===== src/logic/nib_pkg.sv =====
// Sizes, opcodes and hardwired constants for a nibble-serial RV32E subset whose 23-bit instruction word is not RISC-V encoded
package nib_pkg;

    // Register file geometry with 16 architectural registers
    localparam int NUM_REGS      = 16;
    localparam int REG_ADDR_BITS = 4;

    // One nibble per clock and eight nibbles per word
    localparam int NIB_W    = 4;
    localparam int NUM_NIBS = 8;
    localparam int CNT_W    = 3;
    localparam int WORD_W   = NIB_W * NUM_NIBS;
    localparam int IMM_W    = 12;

    // Counter value of the final nibble in a sweep
    localparam logic [CNT_W-1:0] LAST_NIB = CNT_W'(NUM_NIBS - 1);

    // Hardwired registers with no storage behind them
    localparam int REG_GP = 3;
    localparam int REG_TP = 4;
    localparam logic [WORD_W-1:0] GP_VALUE = 32'h0100_0400;
    localparam logic [WORD_W-1:0] TP_VALUE = 32'h0800_0000;

    // Supported operations
    typedef enum logic [2:0] {
        OP_ADD  = 3'd0,
        OP_SUB  = 3'd1,
        OP_AND  = 3'd2,
        OP_OR   = 3'd3,
        OP_XOR  = 3'd4,
        OP_ADDI = 3'd5
    } nib_op_e;

    // Register form with rs2 in the low bits
    typedef struct packed {
        nib_op_e                  op;
        logic [REG_ADDR_BITS-1:0] rd;
        logic [REG_ADDR_BITS-1:0] rs1;
        logic [7:0]               unused;
        logic [REG_ADDR_BITS-1:0] rs2;
    } nib_instr_r_t;

    // Immediate form with the immediate in the low bits
    typedef struct packed {
        nib_op_e                  op;
        logic [REG_ADDR_BITS-1:0] rd;
        logic [REG_ADDR_BITS-1:0] rs1;
        logic [IMM_W-1:0]         imm;
    } nib_instr_i_t;

    // Same 23 bits and two decodings
    typedef union packed {
        nib_instr_r_t r;
        nib_instr_i_t i;
    } nib_instr_u;

endpackage

===== src/logic/nib_reg_port_if.sv =====
// Sequencer to register slice port where data_rd is assigned by the top level from the ALU
interface nib_reg_port_if;

    // Nibble index facing every register
    logic [nib_pkg::CNT_W-1:0]         counter;
    logic                              wr_en;
    logic [nib_pkg::REG_ADDR_BITS-1:0] rd;
    // Result nibble from the ALU
    logic [nib_pkg::NIB_W-1:0]         data_rd;

    modport seq   (output counter, wr_en, rd);
    modport slice (input counter, wr_en, rd, data_rd);

endinterface


===== src/logic/nib_exec_top.sv =====
// Execute unit top level where start is honoured only while busy is low and result is held only until the next operation
module nib_exec_top (
    input  logic                                  clk,
    input  logic                                  rst_n,
    input  logic                                  start,
    input  logic [$bits(nib_pkg::nib_instr_u)-1:0] instr,
    output logic                                  busy,
    output logic                                  done,
    output logic [nib_pkg::WORD_W-1:0]            result,
    output logic [23:1]                           return_addr
);

    nib_pkg::nib_instr_u               instr_w;
    logic [nib_pkg::REG_ADDR_BITS-1:0] rs1;
    logic [nib_pkg::REG_ADDR_BITS-1:0] rs2;
    nib_pkg::nib_op_e                  op;
    logic [nib_pkg::IMM_W-1:0]         imm;
    logic                              first_nib;
    logic                              alu_en;
    logic [nib_pkg::NIB_W-1:0]         slice_nibs [nib_pkg::NUM_REGS];
    logic [nib_pkg::WORD_W-1:0]        slice_vals [nib_pkg::NUM_REGS];
    logic [nib_pkg::NIB_W-1:0]         nib_rs1;
    logic [nib_pkg::NIB_W-1:0]         nib_rs2;
    logic [nib_pkg::NIB_W-1:0]         nib_rd;

    nib_reg_port_if reg_port ();

    assign instr_w          = instr;
    // ALU nibble goes back to the slices
    assign reg_port.data_rd = nib_rd;

    nib_sequencer u_seq (
        .clk, .rst_n, .start, .instr (instr_w), .busy, .done,
        .rs1, .rs2, .op, .imm, .first_nib, .alu_en, .reg_port (reg_port)
    );

    // Storage only for writable registers
    for (genvar i = 0; i < nib_pkg::NUM_REGS; i++) begin : g_reg
        if (i == 0 || i == nib_pkg::REG_GP || i == nib_pkg::REG_TP) begin : g_hard
            assign slice_nibs[i] = '0;
            assign slice_vals[i] = '0;
        end else begin : g_slice
            nib_reg_slice #(.REG_INDEX (i)) u_slice (
                .clk, .rst_n, .reg_port (reg_port),
                .nib_out (slice_nibs[i]), .value (slice_vals[i])
            );
        end
    end

    nib_read_mux u_mux (
        .slice_nibs, .counter (reg_port.counter), .rs1, .rs2, .nib_rs1, .nib_rs2
    );

    nib_alu u_alu (
        .clk, .rst_n, .alu_en, .first_nib, .counter (reg_port.counter),
        .op, .imm, .nib_rs1, .nib_rs2, .nib_rd, .result
    );

    // Return address from x1
    assign return_addr = slice_vals[1][23:1];

endmodule


===== src/logic/nib_alu.sv =====
// Serial nibble ALU with result valid only after a full sweep and the 12-bit immediate sign extended from nibble 3 up
module nib_alu (
    input  logic                      clk,
    input  logic                      rst_n,
    input  logic                      alu_en,
    input  logic                      first_nib,
    input  logic [nib_pkg::CNT_W-1:0] counter,
    input  nib_pkg::nib_op_e          op,
    input  logic [nib_pkg::IMM_W-1:0] imm,
    input  logic [nib_pkg::NIB_W-1:0] nib_rs1,
    input  logic [nib_pkg::NIB_W-1:0] nib_rs2,
    output logic [nib_pkg::NIB_W-1:0] nib_rd,
    output logic [nib_pkg::WORD_W-1:0] result
);

    logic [nib_pkg::NIB_W-1:0] imm_nib;
    logic [nib_pkg::NIB_W-1:0] opnd_b;
    logic                      carry_q;
    logic                      carry_in;
    logic [nib_pkg::NIB_W:0]   sum;

    // Immediate nibbles 0..2 then sign copies
    assign imm_nib = (counter < nib_pkg::IMM_W / nib_pkg::NIB_W) ?
                     imm[nib_pkg::NIB_W * counter +: nib_pkg::NIB_W] :
                     {nib_pkg::NIB_W{imm[nib_pkg::IMM_W-1]}};

    always_comb begin
        opnd_b = (op == nib_pkg::OP_ADDI) ? imm_nib : nib_rs2;
        // Subtract as add of inverted operand plus one
        if (op == nib_pkg::OP_SUB) begin
            opnd_b = ~opnd_b;
        end
        carry_in = first_nib ? (op == nib_pkg::OP_SUB) : carry_q;
        sum      = {1'b0, nib_rs1} + {1'b0, opnd_b} + {{nib_pkg::NIB_W{1'b0}}, carry_in};
        case (op)
            nib_pkg::OP_AND: nib_rd = nib_rs1 & opnd_b;
            nib_pkg::OP_OR:  nib_rd = nib_rs1 | opnd_b;
            nib_pkg::OP_XOR: nib_rd = nib_rs1 ^ opnd_b;
            default:         nib_rd = sum[nib_pkg::NIB_W-1:0];
        endcase
    end

    // Carry between nibbles
    always_ff @(posedge clk or negedge rst_n) begin
        if (!rst_n) begin
            carry_q <= 1'b0;
        end else if (alu_en) begin
            carry_q <= sum[nib_pkg::NIB_W];
        end
    end

    // Low nibble first so the word lines up after eight shifts
    always_ff @(posedge clk) begin
        if (alu_en) begin
            result <= {nib_rd, result[nib_pkg::WORD_W-1:nib_pkg::NIB_W]};
        end
    end

endmodule


===== src/logic/nib_read_mux.sv =====
// Combinational operand select where entries 0, 3 and 4 of slice_nibs are ignored and replaced by constants
module nib_read_mux (
    input  logic [nib_pkg::NIB_W-1:0]         slice_nibs [nib_pkg::NUM_REGS],
    input  logic [nib_pkg::CNT_W-1:0]         counter,
    input  logic [nib_pkg::REG_ADDR_BITS-1:0] rs1,
    input  logic [nib_pkg::REG_ADDR_BITS-1:0] rs2,
    output logic [nib_pkg::NIB_W-1:0]         nib_rs1,
    output logic [nib_pkg::NIB_W-1:0]         nib_rs2
);

    logic [nib_pkg::NIB_W-1:0] gp_nib;
    logic [nib_pkg::NIB_W-1:0] tp_nib;
    logic [nib_pkg::NIB_W-1:0] reg_access [nib_pkg::NUM_REGS];

    // Constant nibbles picked by position
    assign gp_nib = nib_pkg::GP_VALUE[nib_pkg::NIB_W * counter +: nib_pkg::NIB_W];
    assign tp_nib = nib_pkg::TP_VALUE[nib_pkg::NIB_W * counter +: nib_pkg::NIB_W];

    // Full table of current nibbles
    always_comb begin
        for (int i = 0; i < nib_pkg::NUM_REGS; i++) begin
            if (i == 0) begin
                // x0 always zero
                reg_access[i] = '0;
            end else if (i == nib_pkg::REG_GP) begin
                reg_access[i] = gp_nib;
            end else if (i == nib_pkg::REG_TP) begin
                reg_access[i] = tp_nib;
            end else begin
                reg_access[i] = slice_nibs[i];
            end
        end
    end

    // Two read ports
    assign nib_rs1 = reg_access[rs1];
    assign nib_rs2 = reg_access[rs2];

endmodule


===== src/logic/nib_reg_slice.sv =====
// One rotating 32-bit register that needs a counter which has run from reset to keep nibble k facing counter k
module nib_reg_slice #(
    parameter int REG_INDEX = 1
) (
    input  logic                               clk,
    input  logic                               rst_n,
    nib_reg_port_if.slice                      reg_port,
    output logic [nib_pkg::NIB_W-1:0]          nib_out,
    output logic [nib_pkg::WORD_W-1:0]         value
);

    logic [nib_pkg::WORD_W-1:0]   word_q;
    logic [2*nib_pkg::WORD_W-1:0] word_dbl;
    logic [nib_pkg::NIB_W-1:0]    nib_in;
    logic                         sel;

    // Write hits only this register
    assign sel = reg_port.wr_en && (reg_port.rd == REG_INDEX);

    // New nibble replaces the one leaving the bottom
    assign nib_in = sel ? reg_port.data_rd : word_q[nib_pkg::NIB_W-1:0];

    // Rotate right one nibble every clock
    always_ff @(posedge clk or negedge rst_n) begin
        if (!rst_n) begin
            word_q <= '0;
        end else begin
            word_q <= {nib_in, word_q[nib_pkg::WORD_W-1:nib_pkg::NIB_W]};
        end
    end

    // Bottom nibble is nibble number counter
    assign nib_out = word_q[nib_pkg::NIB_W-1:0];

    // Undo the rotation for the full word
    assign word_dbl = {word_q, word_q};
    assign value    = word_dbl[nib_pkg::WORD_W - nib_pkg::NIB_W * reg_port.counter
                               +: nib_pkg::WORD_W];

endmodule


===== src/logic/nib_sequencer.sv =====
// Free-running nibble counter and start handshake where a start during busy is dropped and latency is 1 to 8 cycles plus a sweep
module nib_sequencer (
    input  logic                              clk,
    input  logic                              rst_n,
    input  logic                              start,
    input  nib_pkg::nib_instr_u               instr,
    output logic                              busy,
    output logic                              done,
    output logic [nib_pkg::REG_ADDR_BITS-1:0] rs1,
    output logic [nib_pkg::REG_ADDR_BITS-1:0] rs2,
    output nib_pkg::nib_op_e                  op,
    output logic [nib_pkg::IMM_W-1:0]         imm,
    output logic                              first_nib,
    output logic                              alu_en,
    nib_reg_port_if.seq                       reg_port
);

    logic [nib_pkg::CNT_W-1:0] cnt_q;
    logic                      armed_q;
    logic                      run_q;
    logic                      done_q;
    nib_pkg::nib_instr_u       instr_q;
    logic                      accept;
    logic                      sweep_start;
    logic                      sweep_end;
    logic                      active;
    logic                      rd_writable;

    assign busy        = armed_q | run_q;
    assign accept      = start & ~busy;
    // Waiting for counter 0 to line up with nibble 0
    assign sweep_start = armed_q & (cnt_q == '0);
    assign sweep_end   = run_q & (cnt_q == nib_pkg::LAST_NIB);
    assign active      = run_q | sweep_start;

    // Counter never stops so registers stay aligned
    always_ff @(posedge clk or negedge rst_n) begin
        if (!rst_n) begin
            cnt_q   <= '0;
            armed_q <= 1'b0;
            run_q   <= 1'b0;
            done_q  <= 1'b0;
        end else begin
            cnt_q  <= (cnt_q == nib_pkg::LAST_NIB) ? '0 : cnt_q + 1'b1;
            done_q <= sweep_end;
            if (accept) begin
                armed_q <= 1'b1;
            end else if (sweep_start) begin
                armed_q <= 1'b0;
            end
            if (sweep_start) begin
                run_q <= 1'b1;
            end else if (sweep_end) begin
                run_q <= 1'b0;
            end
        end
    end

    // Instruction held until the next accepted start
    always_ff @(posedge clk) begin
        if (accept) begin
            instr_q <= instr;
        end
    end

    // Decode through the member that matches the op
    always_comb begin
        op  = instr_q.r.op;
        rs1 = instr_q.r.rs1;
        if (op == nib_pkg::OP_ADDI) begin
            rs2 = '0;
            imm = instr_q.i.imm;
        end else begin
            rs2 = instr_q.r.rs2;
            imm = '0;
        end
    end

    // x0, gp and tp still run but never write
    assign rd_writable = (instr_q.r.rd != '0) && (instr_q.r.rd != nib_pkg::REG_GP) &&
                         (instr_q.r.rd != nib_pkg::REG_TP);

    assign first_nib        = sweep_start;
    assign alu_en           = active;
    assign done             = done_q;
    assign reg_port.counter = cnt_q;
    assign reg_port.wr_en   = active & rd_writable;
    assign reg_port.rd      = instr_q.r.rd;

endmodule


===== config.mk =====
export PLATFORM = sky130hd
export DESIGN_NAME = nib_exec_top
export DESIGN_NICKNAME = d
export VERILOG_FILES = /design/src/logic/nib_pkg.sv /design/src/logic/nib_reg_port_if.sv /design/src/logic/nib_exec_top.sv /design/src/logic/nib_alu.sv /design/src/logic/nib_read_mux.sv /design/src/logic/nib_reg_slice.sv /design/src/logic/nib_sequencer.sv
export SDC_FILE = /design/constraint.sdc
export NUM_CORES = 1
export LEC_CHECK = 0
export ABC_CLOCK_PERIOD_IN_PS = 3720
export BUFFER_PORTS_ARGS = -buffer_cell sky130_fd_sc_hd__buf_2
export CAP_MARGIN = 5
export CORE_MARGIN = 5
export CORE_UTILIZATION = 50
export DETAILED_ROUTE_END_ITERATION = 16
export HOLD_SLACK_MARGIN = 0.02
export PLACE_DENSITY = 0.7
export SLEW_MARGIN = 0
export SYNTH_ARGS = -nofsm -noshare
export SYNTH_HDL_FRONTEND = slang
export SYNTH_SLANG_ARGS = --single-unit

===== constraint.sdc =====
create_clock -name clk -period 3.72 [get_ports clk]
set_clock_uncertainty 0.05 [all_clocks]
set_input_delay 1.116 -clock clk [delete_from_list [all_inputs] [get_ports clk]]
set_output_delay 1.116 -clock clk [all_outputs]
set_load 0.03 [all_outputs]

==> results of run 1 <==
==> Yosys cell counts (3+ instances only) <==
cell type	number	area, sq um
a211oi_1	3	22.5
a21oi_1	19	95.1
a221oi_1	5	43.8
a31oi_1	5	31.3
and3_1	3	18.8
buf_2	17	85.1
buf_6	4	45.0
clkbuf_1	13	48.8
dfrtp_1	423	10600
edfxtp_1	55	1650
ha_1	13	163
inv_1	26	97.6
mux2_2	63	709
mux2i_1	45	450
mux4_2	18	405
nand2_1	52	195
nand2b_1	13	81.3
nand3_1	6	30.0
nand3b_1	4	30.0
nor2_1	25	93.8
nor2b_1	5	31.3
nor3_1	4	20.0
nor3b_1	5	37.5
o211ai_1	4	30.0
o21ai_0	47	235
o22ai_1	20	125
o31ai_1	5	37.5
or3_1	3	18.8
==> worst max-delay path by stage <==
| stage | slack, ns | start | cells past startpoint | endpoint |
|---|---|---|---|---|
| 2_1_floorplan | 0.04 | u_seq.reg_port.counter[1] | 8 | return_addr[11] |
| 3_3_place_gp | -0.55 | u_seq.instr_q[0] | 12 | u_alu.result[29] |
| 3_5_place_dp | -0.68 | u_seq.instr_q[0] | 13 | g_reg[10].g_slice.u_slice.word_q[29] |
| 4_1_cts | -0.03 | u_seq.reg_port.counter[0] | 14 | g_reg[5].g_slice.u_slice.word_q[31] |
| 5_1_grt | -0.07 | u_seq.instr_q[1] | 12 | g_reg[13].g_slice.u_slice.word_q[29] |
| 6_report | 0.03 | u_seq.instr_q[1] | 14 | g_reg[2].g_slice.u_slice.word_q[30] |
==> critical path, delay by kind of cell (launching register included) <==
kind                       cells  cell delay (ns)
AOI/OAI and AO/OA              6             1.08
adders and majority gates      2             0.85
muxes                          2             0.51
DFF                            1             0.50
buffers and inverters          2             0.34
xor gates and xnor gates       1             0.14
and+or+nand+nor                1             0.09
==> per-layer routing <==
metal	vias to the layer above	routed length [um]	track usage, %
met4	2	1170	6.15
met1	4347	15100	27.9
met5	-	7	0
li1	3709	-	-
met3	89	1550	3.31
met2	255	15700	29.5
==> flip-flops by register name, indices dropped and copies added, names as in the netlist <==
register / flops
u_alu.carry_q: 1
g.g_slice.u_slice.word_q: 416
u_alu.result: 32
u_seq.instr_q: 23
u_seq.reg_port.counter: 3
u_seq.armed_q: 1
u_seq.done: 1
u_seq.run_q: 1
==> through the flow <==
step           worst slack (ns)  util, %
2_1_floorplan            0.0403        -
3_3_place_gp             -0.549     54.9
6_report                 0.0335     61.4
4_1_cts                 -0.0278     60.2
5_1_grt                 -0.0701     61.4
3_5_place_dp             -0.679     54.9
==> power breakdown <==
group          internal, mW  switching (mW)  total (mW)  leakage, nW
Combinational          1.07            1.70        2.77         2.53
Sequential             6.30           0.461        6.76         6.27
Clock                  2.80            1.87        4.67        0.766
Total                  10.2            4.03        14.2         9.57
==> logic make-up after synthesis <==
group	count (synthesis)
fa+ha+maj	15
xor+xnor	4
compound gates	127
flops	478
simple gates	133
buf+inv	66
mux	127
==> layout make-up <==
class	instances	area, sq um
clock buffer	66	1350
multi-input combinational	407	3570
clock inverter	15	196
tap	402	503
inverter	28	109
timing repair buffer	185	1320
sequential	478	12200
fill	2203	12100
==> what timing repair did <==
action | 4_1_cts | 5_1_grt
pin swaps | 0 | 12
setup endpoints to repair | 45 | 60
hold buffers | 0 | 0
setup buffers | 5 | 9
resized for setup | 11 | 57
cloned | 1 | 2
==> results.yml, run 1 <==
min_path:
  whs_endpoint: "g_reg[8].g_slice.u_slice.word_q[13]"
  hold_start: "g_reg[8].g_slice.u_slice.word_q[17]"
  hp-class: "register to register"
  min_path_cells: 0
place:
  place_congestion: 0.880
  post_dp_cell_area_sq_um: 17200
  dp.cells: 1484
  io_buffers: 82
  dp_hpwl_um: 21500
route:
  drt_iter0_markers: 517
  wire_per_inst_um: 21.2
  totalWireLength_um: 33600
  first_pass_iters: 7
  vias_per_cell: 5.31
  vias: 8402
  drc_errors: 0
  ant_nets: 0
setup_path:
  arrival_ns: 4.06
  rrSetupSlack_ns: 0.03
  regToRegEndpoint: "g_reg[2].g_slice.u_slice.word_q[30]"
  cp-end-kind: "register"
  reg2regPathDepth: 14
  critPathSlowestCell: "edfxtp_1"
  cp_max_fo: 7
  cp_cell_sequence: "mux2i_4 -> a221oi_4 -> o221ai_2 -> a221oi_4 -> xor2_2 -> fa_2 -> fa_2 -> buf_6 -> nor2_2 -> a21oi_2 -> o22ai_2 -> a21oi_4 -> clkbuf_16 -> mux2_4"
  crit_required_ns: 4.09
  cp_slowest_stage_delay_ns: 0.50
  cp-start-kind: "register"
  r2r_start: "u_seq.instr_q[1]"
  critPathKind: "register to register"
floorplanning:
  dieArea_sq_um: 35300
  initial_core_util_pct: 50.3
  chipWidth_um: 188
  row_count: 65
  fp.coreArea_sq_um: 31400
  ios: 83
  die_h_um: 188
final_layout:
  area_delta_synth_final_pct: 22.0
  drive_above_1_share_pct: 32.2
  design_area_sq_um: 19300
  mostFrequentLayoutCells: "dfrtp_1, buf_4, buf_2, edfxtp_1, nand2_1"
  final_common_cell: "dfrtp_1"
  instances_no_fill: 1581
  nets: 1185
  antenna_cells: 0
timing:
  relSlewSlack_pct: 51.2
  fin_crit_sh_pct: 99.1
  rsz0062_at_grt: "true"
  hold_viol_final: 0
  setup_violations: 0
  timing.hold.ws_ns: 0.288
  fmax_ghz: 0.271
  drv_slew: 0
  finalSetupTns_ns: 0
  tightest_slew_ns: 0.732
  fin_crit_ns: 3.69
power:
  leakage_nw: 9.57
  powerDensity_nw_per_um2: 737
  vdd_drop_max_mv: 0.352
  total_power_mw: 14.2
global_route:
  grt.total_usage_pct: 19.0
  gr-total-overflow: 0
  antenna_found_initial: 1
  grt_pass1_wl_um: 51900
  grt_max_degree: 89
  grt_pass1_vias: 8831
cts:
  htree_num_levels: 2
  cts-buffers-inserted: 44
  cts.sinks: 478
  ctsLongestPathBuffers: 3
  clockRootBuffer: "clkbuf_16"
  cts.clk_slew.worst_paths_ns: 0.07
  cts_tree: "built"
  clock_latency_ns: 0.54
synth:
  dominantRegCellSynth: "dfrtp_1"
  synth_simple_gate_area_share_pct: 4.09
  muxShareOfSynthArea_pct: 9.98
  synth_adder_area_share_pct: 1.28
  netlist_instances: 950
  async_reset_ff_share_pct: 88.5
  syn-mean-instance-area_sq_um: 16.6
  synth.distinct_cells: 57
  synthXorXnorAreaFrac_pct: 0.222
  ys_seq_area_share_pct: 77.4
  synth-compound-area-share_pct: 5.04
  synth_edf_count: 55
  syn_nets: 991
  yosys_register_bits: 478
  netlist_area_sq_um: 15800
  yosysWarnings: 0
  synth_top_family_by_area: "multiplexers"
flow_run:
  drv_cap: 0
status:
  status: "completed"
No activity file was read; power rests on OpenSTA's default activity.
==> run 2: changes to the inputs <==
- PLACE_DENSITY: 0.7 -> 0.69
- SYNTH_HIERARCHICAL: unset -> 1
==> results.yml, run 2 <==
synth:
  netlist_instances: 1026
  syn-mean-instance-area_sq_um: 16.3
  netlist_area_sq_um: 16700
  yosysWarnings: 6
  syn_nets: 1066
final_layout:
  nets: 1189
  multiInputGateArea_sq_um: 4160
  nFillCells: 2372
  final_common_cell: "dfrtp_1"
  mostFrequentLayoutCells: "dfrtp_1, buf_2, buf_4, edfxtp_1, clkbuf_16"
  design_area_sq_um: 20100
  regArea_sq_um: 12200
  largestRegisters: "g.g_slice.u_slice/word_q (416), u_alu/result (32), u_seq/instr_q (23)"
  largest_reg_flops: 416
  area_delta_synth_final_pct: 20.2
  antenna_cells: 0
  post-route-util_pct: 60.3
  drive_above_1_share_pct: 35.5
  top_register: "g.g_slice.u_slice/word_q"
route:
  vias_per_cell: 5.34
  wire_per_inst_um: 20.7
  drc_errors: 0
  first_pass_iters: 5
  ant_nets: 0
  drt_iter0_markers: 724
  vias: 8698
  totalWireLength_um: 33800
global_route:
  grt_pass1_wl_um: 53100
  gr-total-overflow: 0
  grt_max_degree: 102
  grt_pass1_vias: 8972
  antenna_found_initial: 0
  grt.total_usage_pct: 18.7
min_path:
  hp-class: "register to register"
floorplanning:
  chipWidth_um: 193
  ios: 83
  dieArea_sq_um: 37100
  die_h_um: 193
  initial_core_util_pct: 50.2
  fp.coreArea_sq_um: 33300
  row_count: 67
timing:
  hold_viol_final: 0
  fin_crit_ns: 3.95
  drv_slew: 0
  setup_violations: 43
  relSlewSlack_pct: 42.5
  setup_slack_ns: -0.227
  fin_crit_sh_pct: 106
  finalSetupTns_ns: -7.29
  tightest_slew_ns: 0.862
  fmax_ghz: 0.253
  rsz0062_at_grt: "true"
cts:
  clockRootBuffer: "clkbuf_16"
  clock_latency_ns: 0.55
  cts.sinks: 478
  htree_num_levels: 2
  cts_hold_buffers: 0
  ctsLongestPathBuffers: 3
  cts.clk_slew.worst_paths_ns: 0.07
  cts-buffers-inserted: 45
  cts_tree: "built"
power:
  vdd_drop_max_mv: 0.536
  clkPwrFrac_pct: 32.1
  p_sw_share_pct: 28.4
  powerDensity_nw_per_um2: 736
  leakage_nw: 9.71
  power_frac_comb_pct: 19.1
  seqPwrFrac_pct: 48.8
  p_int_mw: 10.6
  switchingPower_mw: 4.19
setup_path:
  cp-end-kind: "register"
  critPathSlowestCell: "edfxtp_1"
  path_common_cell: "buf_6"
  cp_slowest_stage_delay_ns: 0.39
  critPathKind: "register to register"
  arrival_ns: 4.32
  cp_cell_sequence: "and3b_2 -> buf_6 -> and2b_2 -> buf_6 -> buf_6 -> buf_6 -> mux4_2 -> a211oi_2 -> nor2_2 -> buf_4 -> o22ai_4 -> ha_4 -> a21oi_2 -> o21a_1 -> mux2i_1 -> o211ai_1 -> buf_4 -> buf_6 -> mux2_4"
  cp_max_fo: 5
  cp-start-kind: "register"
  crit_required_ns: 4.10
place:
  io_buffers: 82
  place_congestion: 0.925
  post_dp_cell_area_sq_um: 17700
  dp_hpwl_um: 20800
status:
  status: "complete, but fails checks"
  violations: "negative setup slack"
flow_run:
  drv_cap: 0
run 2: metrics by stage:
step / hold WS, ns / setup WS [ns] / cells / power, mW
CTS: 0.294 / -0.199 / 1622 / 14.7
finish: 0.290 / -0.227 / 1630 / 14.8
global placement: 0.281 / -0.622 / 1523 / 9.67
floorplan: 0.281 / -0.202 / 1026 / 8.78
detailed placement: 0.285 / -0.643 / 1523 / 9.77
global route: 0.296 / -0.404 / 1630 / 15.4
run 2: timing repair:
action                                  4_1_cts  5_1_grt
buffers inserted                             13        7
cloned                                        6        3
gates resized for setup                      56       68
endpoints found under the setup margin       65       62
pin swaps                                    14       18
run 2: worst paths after layout:
check	startpoint	to	slack (ns)	depth (start not counted)
worst max register to register	u_seq/instr_q[21]	g_reg[11].g_slice.u_slice/word_q[31]	-0.23	19
worst min register to register	g_reg[12].g_slice.u_slice/word_q[24]	g_reg[12].g_slice.u_slice/word_q[20]	0.29	0
worst min-delay path	g_reg[12].g_slice.u_slice/word_q[24]	g_reg[12].g_slice.u_slice/word_q[20]	0.29	0
max in group asynchronous	rst_n	g_reg[6].g_slice.u_slice/word_q[21]	2.23	2
worst max-delay path	u_seq/instr_q[21]	g_reg[11].g_slice.u_slice/word_q[31]	-0.23	19
min in group asynchronous	rst_n	g_reg[8].g_slice.u_slice/word_q[2]	0.56	1
run 2: cell type report:
cell class                 count  area share (%)
sequential                   478            61.0
multi-input combinational    433            20.8
timing repair buffer         176            7.32
clock buffer                  57            6.19
tap                          448            2.79
clock inverter                23            1.62
inverter                      15           0.318
run 2: power by group through the flow:
stage | registers (mW) | clock network, mW | logic [mW]
2_1_floorplan | 7.32 | 0 | 1.46
3_3_place_gp | 7.20 | 0 | 2.48
3_5_place_dp | 7.24 | 0 | 2.52
4_1_cts | 7.21 | 4.86 | 2.68
5_1_grt | 7.34 | 5.09 | 3.01
6_report | 7.21 | 4.74 | 2.81
run 2: layer usage:
| metal | GRT usage (%) | vias up | wire [um] |
|---|---|---|---|
| met5 | 0 | - | 0 |
| met4 | 4.66 | 0 | 748 |
| met3 | 3.22 | 61 | 2170 |
| met2 | 28.1 | 316 | 15300 |
| met1 | 28.7 | 4531 | 15500 |
| li1 | - | 3790 | - |
run 2: critical path, delay by kind of cell, from the launching register on:
kind	cells	cell delay, ns
buf+inv	7	0.90
flops	1	0.39
compound gates	5	0.90
simple gates	3	0.59
fa+ha+maj	1	0.23
mux	3	0.75
